### src/common/tpu_ctrl_consts.svh
`ifndef TPU_CTRL_CONSTS_SVH
`define TPU_CTRL_CONSTS_SVH

// Serial bit period in clock cycles
`define UART_CLKS_PER_BIT 16

// Payload of the weight and activation write commands
`define CMD_PAYLOAD_BYTES 4

// Response lengths in bytes
`define RESULT_RESP_BYTES 4
`define STATUS_RESP_BYTES 1

`endif

### src/common/tpu_ctrl_pkg.sv
`include "tpu_ctrl_consts.svh"

package tpu_ctrl_pkg;

    // Host command opcodes
    typedef enum logic [7:0] {
        OP_WRITE_WEIGHT = 8'h01,
        OP_WRITE_ACT    = 8'h02,
        OP_EXECUTE      = 8'h03,
        OP_READ_RESULT  = 8'h04,
        OP_STATUS       = 8'h05
    } opcode_e;

    // Opcode plus payload, byte 0 in the low bits
    typedef struct packed {
        opcode_e                               opcode;
        logic [`CMD_PAYLOAD_BYTES-1:0][7:0]    payload;
    } cmd_frame_t;

    // Strobes and data toward the accelerator
    typedef struct packed {
        logic        push_col0;
        logic        push_col1;
        logic [7:0]  weight;
        logic        act_valid;
        logic [15:0] act_row;
        logic        start;
    } mlp_ctrl_t;

    // Accelerator status as seen by the responder
    typedef struct packed {
        logic [3:0]         state;
        logic [4:0]         cycle_cnt;
        logic signed [31:0] acc0;
    } mlp_status_t;

    typedef enum logic [1:0] {PS_WAIT_OP, PS_COLLECT, PS_OFFER} parser_state_e;
    typedef enum logic [1:0] {LS_IDLE, LS_WEIGHT, LS_ACT} loader_state_e;
    typedef enum logic {RS_IDLE, RS_SEND} resp_state_e;

endpackage

### src/rtl/cmd_parser.sv
`include "tpu_ctrl_consts.svh"

module cmd_parser (
    input  logic                    clk,
    input  logic                    rst,
    input  logic [7:0]              rx_byte,
    input  logic                    rx_valid,
    output tpu_ctrl_pkg::cmd_frame_t frame,
    output logic                    load_valid,
    input  logic                    load_ready,
    output logic                    resp_valid,
    input  logic                    resp_ready
);

    import tpu_ctrl_pkg::*;

    localparam logic [1:0] LAST_BYTE = 2'(`CMD_PAYLOAD_BYTES - 1);

    parser_state_e state;
    logic [1:0]    byte_cnt;
    cmd_frame_t    frame_q;
    logic          to_resp;

    // Read and status frames go to the responder, the rest to the loader
    assign to_resp    = (frame_q.opcode == OP_READ_RESULT) || (frame_q.opcode == OP_STATUS);
    assign load_valid = (state == PS_OFFER) && !to_resp;
    assign resp_valid = (state == PS_OFFER) && to_resp;
    assign frame      = frame_q;

    always_ff @(posedge clk or posedge rst) begin
        if (rst) begin
            state    <= PS_WAIT_OP;
            byte_cnt <= '0;
        end else begin
            case (state)
                PS_WAIT_OP: begin
                    if (rx_valid) begin
                        byte_cnt <= '0;
                        case (opcode_e'(rx_byte))
                            OP_WRITE_WEIGHT, OP_WRITE_ACT: state <= PS_COLLECT;
                            OP_EXECUTE, OP_READ_RESULT, OP_STATUS: state <= PS_OFFER;
                            // Unknown opcode, keep waiting
                            default: state <= PS_WAIT_OP;
                        endcase
                    end
                end
                PS_COLLECT: begin
                    if (rx_valid) begin
                        if (byte_cnt == LAST_BYTE) begin
                            state <= PS_OFFER;
                        end else begin
                            byte_cnt <= byte_cnt + 2'd1;
                        end
                    end
                end
                PS_OFFER: begin
                    // Bytes arriving here are dropped
                    if ((load_valid && load_ready) || (resp_valid && resp_ready)) begin
                        state <= PS_WAIT_OP;
                    end
                end
                default: state <= PS_WAIT_OP;
            endcase
        end
    end

    always_ff @(posedge clk) begin
        if (rx_valid && state == PS_WAIT_OP) begin
            frame_q.opcode <= opcode_e'(rx_byte);
        end else if (rx_valid && state == PS_COLLECT) begin
            frame_q.payload[byte_cnt] <= rx_byte;
        end
    end

    a_one_consumer: assert property (
        @(posedge clk) disable iff (rst) !(load_valid && resp_valid)
    );

endmodule

### src/rtl/mlp_loader.sv
`include "tpu_ctrl_consts.svh"

module mlp_loader (
    input  logic                     clk,
    input  logic                     rst,
    input  tpu_ctrl_pkg::cmd_frame_t frame,
    input  logic                     load_valid,
    output logic                     load_ready,
    output tpu_ctrl_pkg::mlp_ctrl_t  mlp_ctrl,
    output logic                     weights_ready
);

    import tpu_ctrl_pkg::*;

    loader_state_e                      state;
    logic [1:0]                         step;
    logic [`CMD_PAYLOAD_BYTES-1:0][7:0] payload_q;
    logic                               push_col0;
    logic                               push_col1;
    logic                               act_valid;
    logic                               start;
    logic [7:0]                         weight_q;
    logic [15:0]                        act_row_q;

    assign load_ready = (state == LS_IDLE);

    assign mlp_ctrl.push_col0 = push_col0;
    assign mlp_ctrl.push_col1 = push_col1;
    assign mlp_ctrl.weight    = weight_q;
    assign mlp_ctrl.act_valid = act_valid;
    assign mlp_ctrl.act_row   = act_row_q;
    assign mlp_ctrl.start     = start;

    always_ff @(posedge clk or posedge rst) begin
        if (rst) begin
            state         <= LS_IDLE;
            step          <= '0;
            push_col0     <= 1'b0;
            push_col1     <= 1'b0;
            act_valid     <= 1'b0;
            start         <= 1'b0;
            weights_ready <= 1'b0;
        end else begin
            push_col0 <= 1'b0;
            push_col1 <= 1'b0;
            act_valid <= 1'b0;
            start     <= 1'b0;
            case (state)
                LS_IDLE: begin
                    if (load_valid && load_ready) begin
                        // First step issued right on acceptance
                        case (frame.opcode)
                            OP_WRITE_WEIGHT: begin
                                push_col0 <= 1'b1;
                                step      <= 2'd1;
                                state     <= LS_WEIGHT;
                            end
                            OP_WRITE_ACT: begin
                                act_valid <= 1'b1;
                                state     <= LS_ACT;
                            end
                            OP_EXECUTE: start <= 1'b1;
                            default: state <= LS_IDLE;
                        endcase
                    end
                end
                LS_WEIGHT: begin
                    // Odd bytes go to col1
                    push_col0 <= !step[0];
                    push_col1 <= step[0];
                    step      <= step + 2'd1;
                    if (step == 2'd3) begin
                        weights_ready <= 1'b1;
                        state         <= LS_IDLE;
                    end
                end
                LS_ACT: begin
                    act_valid <= 1'b1;
                    state     <= LS_IDLE;
                end
                default: state <= LS_IDLE;
            endcase
        end
    end

    always_ff @(posedge clk) begin
        if (load_valid && load_ready) begin
            payload_q <= frame.payload;
            weight_q  <= frame.payload[0];
            act_row_q <= {frame.payload[1], frame.payload[0]};
        end else if (state == LS_WEIGHT) begin
            weight_q <= payload_q[step];
        end else if (state == LS_ACT) begin
            act_row_q <= {payload_q[3], payload_q[2]};
        end
    end

    a_one_column: assert property (
        @(posedge clk) disable iff (rst) !(push_col0 && push_col1)
    );

endmodule

### src/rtl/resp_sender.sv
`include "tpu_ctrl_consts.svh"

module resp_sender (
    input  logic                      clk,
    input  logic                      rst,
    input  tpu_ctrl_pkg::cmd_frame_t  frame,
    input  logic                      resp_valid,
    output logic                      resp_ready,
    input  tpu_ctrl_pkg::mlp_status_t mlp_status,
    output logic [7:0]                tx_byte,
    output logic                      tx_valid,
    input  logic                      tx_ready
);

    import tpu_ctrl_pkg::*;

    localparam int BUF_BITS = `RESULT_RESP_BYTES * 8;

    resp_state_e                        state;
    logic [1:0]                         byte_idx;
    logic [1:0]                         last_idx;
    logic [`RESULT_RESP_BYTES-1:0][7:0] resp_buf;

    assign resp_ready = (state == RS_IDLE);
    assign tx_valid   = (state == RS_SEND);
    assign tx_byte    = resp_buf[byte_idx];

    always_ff @(posedge clk or posedge rst) begin
        if (rst) begin
            state    <= RS_IDLE;
            byte_idx <= '0;
            last_idx <= '0;
        end else begin
            case (state)
                RS_IDLE: begin
                    if (resp_valid && resp_ready) begin
                        byte_idx <= '0;
                        if (frame.opcode == OP_READ_RESULT) begin
                            last_idx <= 2'(`RESULT_RESP_BYTES - 1);
                        end else begin
                            last_idx <= 2'(`STATUS_RESP_BYTES - 1);
                        end
                        state <= RS_SEND;
                    end
                end
                RS_SEND: begin
                    // One byte per transmitter handshake
                    if (tx_valid && tx_ready) begin
                        if (byte_idx == last_idx) begin
                            state <= RS_IDLE;
                        end else begin
                            byte_idx <= byte_idx + 2'd1;
                        end
                    end
                end
                default: state <= RS_IDLE;
            endcase
        end
    end

    // Snapshot of the status when the frame is taken
    always_ff @(posedge clk) begin
        if (resp_valid && resp_ready) begin
            if (frame.opcode == OP_READ_RESULT) begin
                resp_buf <= mlp_status.acc0;
            end else begin
                resp_buf <= {{(BUF_BITS - 8){1'b0}}, mlp_status.state[2:0],
                             mlp_status.cycle_cnt};
            end
        end
    end

endmodule

### src/rtl/uart_controller.sv
module uart_controller (
    input  logic                      clk,
    input  logic                      rst,
    input  logic                      uart_rx,
    output logic                      uart_tx,
    output tpu_ctrl_pkg::mlp_ctrl_t   mlp_ctrl,
    output logic                      weights_ready,
    input  tpu_ctrl_pkg::mlp_status_t mlp_status
);

    import tpu_ctrl_pkg::*;

    logic [7:0] rx_byte;
    logic       rx_valid;
    cmd_frame_t frame;
    logic       load_valid;
    logic       load_ready;
    logic       resp_valid;
    logic       resp_ready;
    logic [7:0] tx_byte;
    logic       tx_valid;
    logic       tx_ready;

    uart_rx u_rx (
        .clk      (clk),
        .rst      (rst),
        .rx       (uart_rx),
        .rx_byte  (rx_byte),
        .rx_valid (rx_valid)
    );

    cmd_parser u_parser (
        .clk        (clk),
        .rst        (rst),
        .rx_byte    (rx_byte),
        .rx_valid   (rx_valid),
        .frame      (frame),
        .load_valid (load_valid),
        .load_ready (load_ready),
        .resp_valid (resp_valid),
        .resp_ready (resp_ready)
    );

    // Write and execute side
    mlp_loader u_loader (
        .clk           (clk),
        .rst           (rst),
        .frame         (frame),
        .load_valid    (load_valid),
        .load_ready    (load_ready),
        .mlp_ctrl      (mlp_ctrl),
        .weights_ready (weights_ready)
    );

    // Read and status side
    resp_sender u_resp (
        .clk        (clk),
        .rst        (rst),
        .frame      (frame),
        .resp_valid (resp_valid),
        .resp_ready (resp_ready),
        .mlp_status (mlp_status),
        .tx_byte    (tx_byte),
        .tx_valid   (tx_valid),
        .tx_ready   (tx_ready)
    );

    uart_tx u_tx (
        .clk      (clk),
        .rst      (rst),
        .tx_byte  (tx_byte),
        .tx_valid (tx_valid),
        .tx_ready (tx_ready),
        .tx       (uart_tx)
    );

endmodule

### src/uart/uart_rx.sv
`include "tpu_ctrl_consts.svh"

module uart_rx #(
    parameter int clks_per_bit = `UART_CLKS_PER_BIT
) (
    input  logic       clk,
    input  logic       rst,
    input  logic       rx,
    output logic [7:0] rx_byte,
    output logic       rx_valid
);

    localparam int CW = $clog2(clks_per_bit);
    localparam logic [CW-1:0] HALF_LAST = CW'(clks_per_bit / 2 - 1);
    localparam logic [CW-1:0] BIT_LAST = CW'(clks_per_bit - 1);

    logic          rx_meta;
    logic          rx_sync;
    logic          rx_prev;
    logic          busy;
    logic [CW-1:0] clk_cnt;
    logic [3:0]    bit_idx;
    logic [7:0]    shift;

    // Bit 0 is the start bit, 1 to 8 data, 9 the stop bit
    always_ff @(posedge clk or posedge rst) begin
        if (rst) begin
            rx_meta  <= 1'b1;
            rx_sync  <= 1'b1;
            rx_prev  <= 1'b1;
            busy     <= 1'b0;
            clk_cnt  <= '0;
            bit_idx  <= '0;
            rx_valid <= 1'b0;
        end else begin
            rx_meta  <= rx;
            rx_sync  <= rx_meta;
            rx_prev  <= rx_sync;
            rx_valid <= 1'b0;
            if (!busy) begin
                if (rx_prev && !rx_sync) begin
                    busy    <= 1'b1;
                    clk_cnt <= '0;
                    bit_idx <= '0;
                end
            end else if (clk_cnt == ((bit_idx == 4'd0) ? HALF_LAST : BIT_LAST)) begin
                clk_cnt <= '0;
                bit_idx <= bit_idx + 4'd1;
                if (bit_idx == 4'd0) begin
                    // Line back high at mid start bit means a glitch
                    if (rx_sync) begin
                        busy <= 1'b0;
                    end
                end else if (bit_idx == 4'd9) begin
                    busy     <= 1'b0;
                    rx_valid <= rx_sync;
                end
            end else begin
                clk_cnt <= clk_cnt + 1'b1;
            end
        end
    end

    // Data bits arrive LSB first
    always_ff @(posedge clk) begin
        if (busy && clk_cnt == BIT_LAST && bit_idx != 4'd0 && bit_idx != 4'd9) begin
            shift <= {rx_sync, shift[7:1]};
        end
    end

    assign rx_byte = shift;

endmodule

### src/uart/uart_tx.sv
`include "tpu_ctrl_consts.svh"

module uart_tx #(
    parameter int clks_per_bit = `UART_CLKS_PER_BIT
) (
    input  logic       clk,
    input  logic       rst,
    input  logic [7:0] tx_byte,
    input  logic       tx_valid,
    output logic       tx_ready,
    output logic       tx
);

    localparam int CW = $clog2(clks_per_bit);
    localparam logic [CW-1:0] BIT_LAST = CW'(clks_per_bit - 1);

    logic          busy;
    logic [CW-1:0] clk_cnt;
    logic [3:0]    bit_idx;
    logic [8:0]    shift;

    assign tx_ready = !busy;

    always_ff @(posedge clk or posedge rst) begin
        if (rst) begin
            busy    <= 1'b0;
            clk_cnt <= '0;
            bit_idx <= '0;
            tx      <= 1'b1;
        end else if (!busy) begin
            if (tx_valid) begin
                busy    <= 1'b1;
                clk_cnt <= '0;
                bit_idx <= '0;
                tx      <= 1'b0;
            end
        end else if (clk_cnt == BIT_LAST) begin
            clk_cnt <= '0;
            if (bit_idx == 4'd9) begin
                // Stop bit done
                busy <= 1'b0;
            end else begin
                tx      <= shift[0];
                bit_idx <= bit_idx + 4'd1;
            end
        end else begin
            clk_cnt <= clk_cnt + 1'b1;
        end
    end

    // Data bits then the stop bit, shifted in behind with ones
    always_ff @(posedge clk) begin
        if (!busy && tx_valid) begin
            shift <= {1'b1, tx_byte};
        end else if (busy && clk_cnt == BIT_LAST) begin
            shift <= {1'b1, shift[8:1]};
        end
    end

    a_no_valid_while_busy: assert property (
        @(posedge clk) disable iff (rst) $rose(tx_valid) |-> !busy
    );

endmodule
### config.mk
export PLATFORM = sky130hd
export DESIGN_NAME = uart_controller
export DESIGN_NICKNAME = d
export VERILOG_FILES = /design/src/common/tpu_ctrl_pkg.sv /design/src/rtl/cmd_parser.sv /design/src/rtl/mlp_loader.sv /design/src/rtl/resp_sender.sv /design/src/rtl/uart_controller.sv /design/src/uart/uart_rx.sv /design/src/uart/uart_tx.sv
export VERILOG_INCLUDE_DIRS = /design/src /design/src/common
export SDC_FILE = /design/constraint.sdc
export NUM_CORES = 1
export LEC_CHECK = 0
export BUFFER_PORTS_ARGS = -buffer_cell sky130_fd_sc_hd__buf_2
export CAP_MARGIN = 20
export CORE_MARGIN = 1.5
export CORE_UTILIZATION = 50
export CTS_BUF_LIST = sky130_fd_sc_hd__clkbuf_8
export CTS_CLUSTER_DIAMETER = 150
export DETAILED_ROUTE_END_ITERATION = 16
export GPL_ROUTABILITY_DRIVEN = 0
export MAX_ROUTING_LAYER = met4
export PLACE_DENSITY = 0.69
export SYNTH_ARGS = -nofsm -noshare
export SYNTH_HDL_FRONTEND = slang
export SYNTH_SLANG_ARGS = --single-unit
export TNS_END_PERCENT = 50
### constraint.sdc
create_clock -name clk -period 7.5 [get_ports clk]
set_input_delay 0 -clock clk [delete_from_list [all_inputs] [get_ports clk]]
set_output_delay 0 -clock clk [all_outputs]
set_load 0.02 [all_outputs]
After elaboration in Yosys (flattened, before gate mapping)
Cells that the tools add are included.
{"block": "classes", "n_addsub": 7, "magnitude_cmp": 4, "n_eq_ne": 39, "n_mux": 81, "bitwise_logic": 2, "n_reduce_logical": 43}
{"op": "2-to-1 mux 8 bit", "n": 8}
{"op": "2-to-1 mux 16 bit", "n": 3}
{"op": "2-to-1 mux 4 bit", "n": 12}
{"op": "binary-select mux 8 bit (select 2 bit)", "n": 2}
{"op": "bitwise mux 32 bit", "n": 1}
{"op": "equality test 8 x 2 -> 1 bit, second input constant", "n": 4}
{"op": "equality test 8 x 3 -> 1 bit, second input constant", "n": 4}
{"op": "2-to-1 mux 2 bit", "n": 15}
{"op": "2-to-1 mux 1 bit", "n": 29}
{"op": "!= test 2 bit, second input constant", "n": 13}
{"op": "one-hot mux 2 bit (2 select lines)", "n": 5}
{"op": "adder 4 x 1 -> 4 bit, second input constant", "n": 4}
{"op": "demux 8 bit (select 2 bit)", "n": 1}
{"op": "equality test 4 bit, second input constant", "n": 4}
{"op": "equality test 8 x 1 -> 1 bit, second input constant", "n": 2}
{"op": "nonzero test 2 bit", "n": 7}
{"op": "logical AND 1 bit", "n": 13}
{"op": "one-hot mux 2 bit (3 select lines)", "n": 2}
{"op": "AND reduction 3 bit", "n": 4}
{"op": "AND reduction 2 bit", "n": 5}
{"op": "less-than comparator 2 x 3 -> 1 bit, second input constant", "n": 3}
{"op": "equality test 2 bit, second input constant", "n": 4}
{"op": "AND reduction 4 bit", "n": 2}
{"op": "adder 2 x 1 -> 2 bit, second input constant", "n": 3}
{"op": "15 further kinds", "n": 26}
{"block": "totals", "regBits": 185, "inputBits": 44, "wordCells": 216}

Logic depth before layout (Yosys ltp)
{"block": "logic_depth", "word_depth": 8, "ltp_mapped": 6, "mapped_depth_nobuf": 6}

By module
From an unflattened synthesis, not the netlist that was laid out.
{"block": "hier_totals", "hier_cells": 472, "area_unflattened_um2": 7795.0}
{"module": "mlp_loader", "n_inst": 1, "cells_each": 134, "area_per_inst_um2": 2691.3}
{"module": "resp_sender", "n_inst": 1, "cells_each": 104, "area_per_inst_um2": 1691.6}
{"module": "cmd_parser", "n_inst": 1, "cells_each": 84, "area_per_inst_um2": 1574.0}
{"module": "uart_rx", "n_inst": 1, "cells_each": 74, "area_per_inst_um2": 945.9}
{"module": "uart_tx", "n_inst": 1, "cells_each": 76, "area_per_inst_um2": 892.1}

Worst setup path before layout
Ideal clock, no wire load.
{"block": "synth_timing", "path_kind": "reg-to-reg", "startpoint": "register u_parser.frame_q (netlist bit u_parser.frame[33])", "endpoint": "register u_resp.byte_idx[0]", "arrival_time_ns": 2.308, "setup_slack_ns": 5.016, "stages_incl_launch_ff": 5, "cell_sequence": "edfxtp_1 > or4b_1 > nor3_4 > a2bb2oi_1 > o21ai_0"}
{"block": "synth_between", "elab_chain_len": 6, "word_cells_on_any_way": 7, "classes_between": "eq/ne: 3; reduce/logical: 4"}
{"element": "start: declaration", "line": "cmd_parser.sv:21", "text": "cmd_frame_t frame_q;"}
{"element": "equality test 8 x 3 -> 1 bit", "line": "cmd_parser.sv:25", "text": "assign to_resp = (frame_q.opcode == OP_READ_RESULT) || (frame_q.opcode == OP_STATUS);"}
{"element": "logical OR 1 bit *", "line": "cmd_parser.sv:25"}
{"element": "logical AND 1 bit *", "line": "cmd_parser.sv:27", "text": "assign resp_valid = (state == PS_OFFER) && to_resp;"}
{"element": "logical AND 1 bit *", "line": "resp_sender.sv:36", "text": "if (resp_valid && resp_ready) begin"}
{"element": "!= test 2 bit (no line) *"}
{"element": "AND reduction 3 bit (no line) *"}
{"element": "end signal: assignment", "line": "resp_sender.sv:52", "text": "byte_idx <= byte_idx + 2'd1;"}
{"element": "end: declaration", "line": "resp_sender.sv:20", "text": "logic [1:0] byte_idx;"}
Every way passes the cells marked *; elsewhere a longest branch is shown, timed or not.
A chain may end at the register's enable or synchronous reset.

Worst setup path after layout
{"block": "layout_timing", "startpoint": "register u_parser.frame_q (netlist bit u_parser.frame[35])", "endpoint": "register u_resp.resp_buf[7] (netlist bit) (data pin)"}
{"block": "layout_between", "elab_chain_len": 2}
{"element": "equality test 8 x 3 -> 1 bit", "line": "resp_sender.sv:64", "text": "if (frame.opcode == OP_READ_RESULT) begin"}
{"element": "2-to-1 mux 8 bit", "line": "resp_sender.sv:64"}
{"element": "end signal: assignment", "line": "resp_sender.sv:65", "text": "resp_buf <= mlp_status.acc0;"}
{"element": "end signal: assignment", "line": "resp_sender.sv:67", "text": "resp_buf <= {{(BUF_BITS - 8){1'b0}}, mlp_status.state[2:0],"}
{"element": "end: declaration", "line": "resp_sender.sv:22", "text": "logic [`RESULT_RESP_BYTES-1:0][7:0] resp_buf;"}
No other way between the ends.

==> metrics.txt <==
Core Util, Final=0.606; DR DRC count=0; Slew @ Worst Pin=about 0.95 ns; post-synthesis mux area share=0.106; asr flop ratio synth=0.217; Crit Path Max Fanout=30; Multi-input gate area=slightly above 2000 sq um; Die Footprint=15,900 sq um; final instance area=8870 sq um; vias per inst=5.25; Hold Crit Depth=2; FF/Latch Area=between 5000 and 6000 sq um; die width=around 130 um; largest family of logic cells by synthesized area=multiplexers; DR WL/cell=~16 um; Inserted Clock Buffers=17; global-route total usage across every layer=0.173; final worst-path cycle share=0.372; worst-path cell chain=nor3_1, nand2_1, nor2_2, buf_8, mux2_2, dlygate4sd3_1; core box area=~15,000 sq um; Initial Utilization=0.516; Power per Cell Area=between 200 and 250 nW/um^2; total negative slack=0 ns; maxcap violations=0; die height=between 100 and 150 um; FF-to-FF End=u_resp.resp_buf[7]$_DFFE_PP_; crit end category=register; min-delay src=uart_rx; mapped cell area=between 7000 and 8000 sq um; Post-Synth Adder-Cell Area=0.0199; Critical Path Max Stage Delay=about 0.56 ns; hold endpoint=u_rx.rx_meta$_DFF_PP1_; clock sinks=between 150 and 200; htree depth=4; fillcell total=roughly 1,100; maximum VDD drop=approximately 0.12 mV; RSZ-0062 raised after global routing=false; syn nets=535; min Tclk post-route=2.79 ns; Port Buffers=72; root buf cell=clkbuf_8; Power, Total=1.89 mW; outcome=complete, no violations; mean post-synth cell area=15.8 sq um; post-synthesis simple-gate area fraction=0.103; clock latency on the worst-skew pair=0.45 ns; clock-pin slew on the worst setup and hold paths=around 0.09 ns; Worst path slowest cell=dlygate4sd3_1; synth unique cells=54; # IOs=74; # setup viols final=0; Worst R2R Start=u_parser.frame[35]$_DFFE_PP_; DP HPWL=between 7000 and 8000 um; initial antenna violation count=0; FF-to-FF setup slack=between 4 and 5 ns; first-pass GRT wire length=approximately 21,000 um; Remaining Overflow, GRT=0; hold_ws=roughly 0.19 ns; Cells after Synth=between 400 and 500; flops & latches, synth=between 150 and 200; CTS max path bufs=2; total number of vias=approximately 4,200; vias in the first global route=between 4,000 and 5,000; final hold violation count=0; data required time of the critical path=about 7.7 ns; YS warnings=0; Synth top area share=0.572; dpl cell area=about 8100 sq um; Post-synth EDFFs=144; Yosys top cell by area=edfxtp_1; CTS tree=built; sequential area share after synthesis=0.705; main flop type after synthesis=edfxtp_1; Worst Setup Start Kind=register; worst min path class=in2reg; Synth area leaders=edfxtp_1, dfrtp_1, mux2_2, mux4_2, nand2_1; Synth Area in Compound Gates=0.0387; LEAKAGE=roughly 3.4 nW; critical path class=reg2reg; nets=between 600 and 700; Slew HR=0.367; R2R cell count=6; ratio of cells with drive above 1 in the final layout=0.277; # hold bufs at CTS=42; row count=44; CP Buf/Inv Count=2; arrival time worst endpoint=approximately 3.0 ns; Peak Freq=~360 MHz; largest net degree at the start of global routing=59; Final ANT Viol Nets=0; xor-xnor portion of the synthesized cell area=0.00463; Post-CTS Setup Bufs=0; final WL=approximately 12,000 um; first-iteration detailed-routing DRC count=between 200 and 250; ANT cells=0; CP top delay family=simple AND/OR/NAND/NOR gates; post_cts resized=0; skew final=between 0.01 and 0.015 ns; Layout Area Growth over Synthesis=17.3%; Final Max Slew Viols=0; DR pass1 iterations=6
==> worst reg2reg max path, stage by stage (launching register included) <==
cell           delay (ns)
edfxtp_1             0.39
nor3_1               0.55
nand2_1              0.20
nor2_2               0.25
buf_8                0.23
mux2_2               0.37
dlygate4sd3_1        0.56
==> per-stage QoR <==
step                      setup slack [ns]  std cells
final                                 4.71        794
after global routing                  4.60        794
after CTS                             4.25        792
after detailed placement              4.79        719
after global placement                4.83        719
after floorplan                       5.02        479
==> how the worst max path moves through the flow <==
stage	startpoint	to	cells after the start
floorplan	u_parser.frame[33]$_DFFE_PP_	u_resp.byte_idx[0]$_DFFE_PP0P_	4
global placement	u_parser.state[0]$_DFFE_PP0P_	u_loader.weight_q[4]$_DFFE_PP_	4
detailed placement	u_parser.state[0]$_DFFE_PP0P_	u_loader.weight_q[4]$_DFFE_PP_	4
CTS	u_parser.frame[35]$_DFFE_PP_	u_resp.resp_buf[7]$_DFFE_PP_	5
global route	u_parser.frame[35]$_DFFE_PP_	u_resp.resp_buf[7]$_DFFE_PP_	6
finish	u_parser.frame[35]$_DFFE_PP_	u_resp.resp_buf[7]$_DFFE_PP_	6
==> state kept, by name (all words and copies together), names as in the netlist, 2 cells and up <==
signal / flops
u_tx.shift: 8
u_parser.frame: 40
u_loader.payload_q: 32
u_rx.bit_idx: 4
u_loader.step: 2
u_loader.state: 2
u_rx.rx_byte: 8
u_resp.resp_buf: 32
u_tx.clk_cnt: 4
u_parser.state: 2
u_tx.bit_idx: 4
u_resp.byte_idx: 2
u_loader.weight_q: 8
u_rx.clk_cnt: 4
u_parser.byte_cnt: 2
u_loader.act_row_q: 16
==> final cells by class <==
cell class | count | area share
Multi-Input combinational cell | 263 | 0.233
Clock inverter | 14 | 0.0155
Timing Repair Buffer | 119 | 0.0928
Clock buffer | 17 | 0.0264
Tap cell | 184 | 0.0260
Sequential cell | 184 | 0.601
Inverter | 13 | 0.00550
==> kinds of logic (layout without fill, tap and decap cells) <==
kind of cell,Yosys count,count (layout)
flip-flops,184,184
XOR/XNOR,4,4
buffers and inverters,32,163
AND/OR/NAND/NOR,143,143
adder cells (fa/ha/maj),12,12
AO/OA/AOI/OAI,48,48
multiplexers,56,56
==> cell usage after synthesis (all sizes together) (2+ instances only) <==
cell    count
edfxtp    144
nand2      44
dfrtp      36
mux2       35
and2       25
nor2       20
o21ai      20
mux4       16
inv        13
buf        12
ha         12
a21oi      11
nor3        9
and3        7
clkbuf      7
nand2b      7
nand4       6
mux2i       5
nand3       5
o22ai       5
dfstp       4
nor2b       4
a31oi       3
nand4b      3
xnor2       3
a22o        2
and4        2
or4b        2
==> power by group <==
| part | switching, mW | internal [mW] | total [mW] |
|---|---|---|---|
| Clock | 0.353 | 0.269 | 0.622 |
| Sequential | 0.0295 | 1.12 | 1.14 |
| Combinational | 0.0566 | 0.0666 | 0.123 |
==> routing by layer <==
layer | up-vias | global-route usage | routed length, um | part of all wire
li1 | 2027 | - | - | -
met1 | 2029 | 0.204 | 5430 | 0.44
met2 | 97 | 0.286 | 6220 | 0.50
met3 | 17 | 0.0527 | 570 | 0.046
met4 | 0 | 0.0554 | 189 | 0.015
met5 | - | - | 0 | 0
==> layout by cell type, fill, tap and decap left out, drive strengths merged, types with 4 or more instances in the layout <==
cell type,count
clkinv,6
mux4,16
nand3,5
inv,18
o21ai,20
mux2i,5
dfrtp,36
nor2b,4
ha,12
clkbuf,18
nor2,20
a21oi,11
nand2,44
dlygate4sd3,42
nand2b,7
and3,7
and2,25
dfstp,4
o22ai,5
nor3,9
mux2,35
buf,76
edfxtp,144
nand4,6
(Power assumes the default switching activity.)
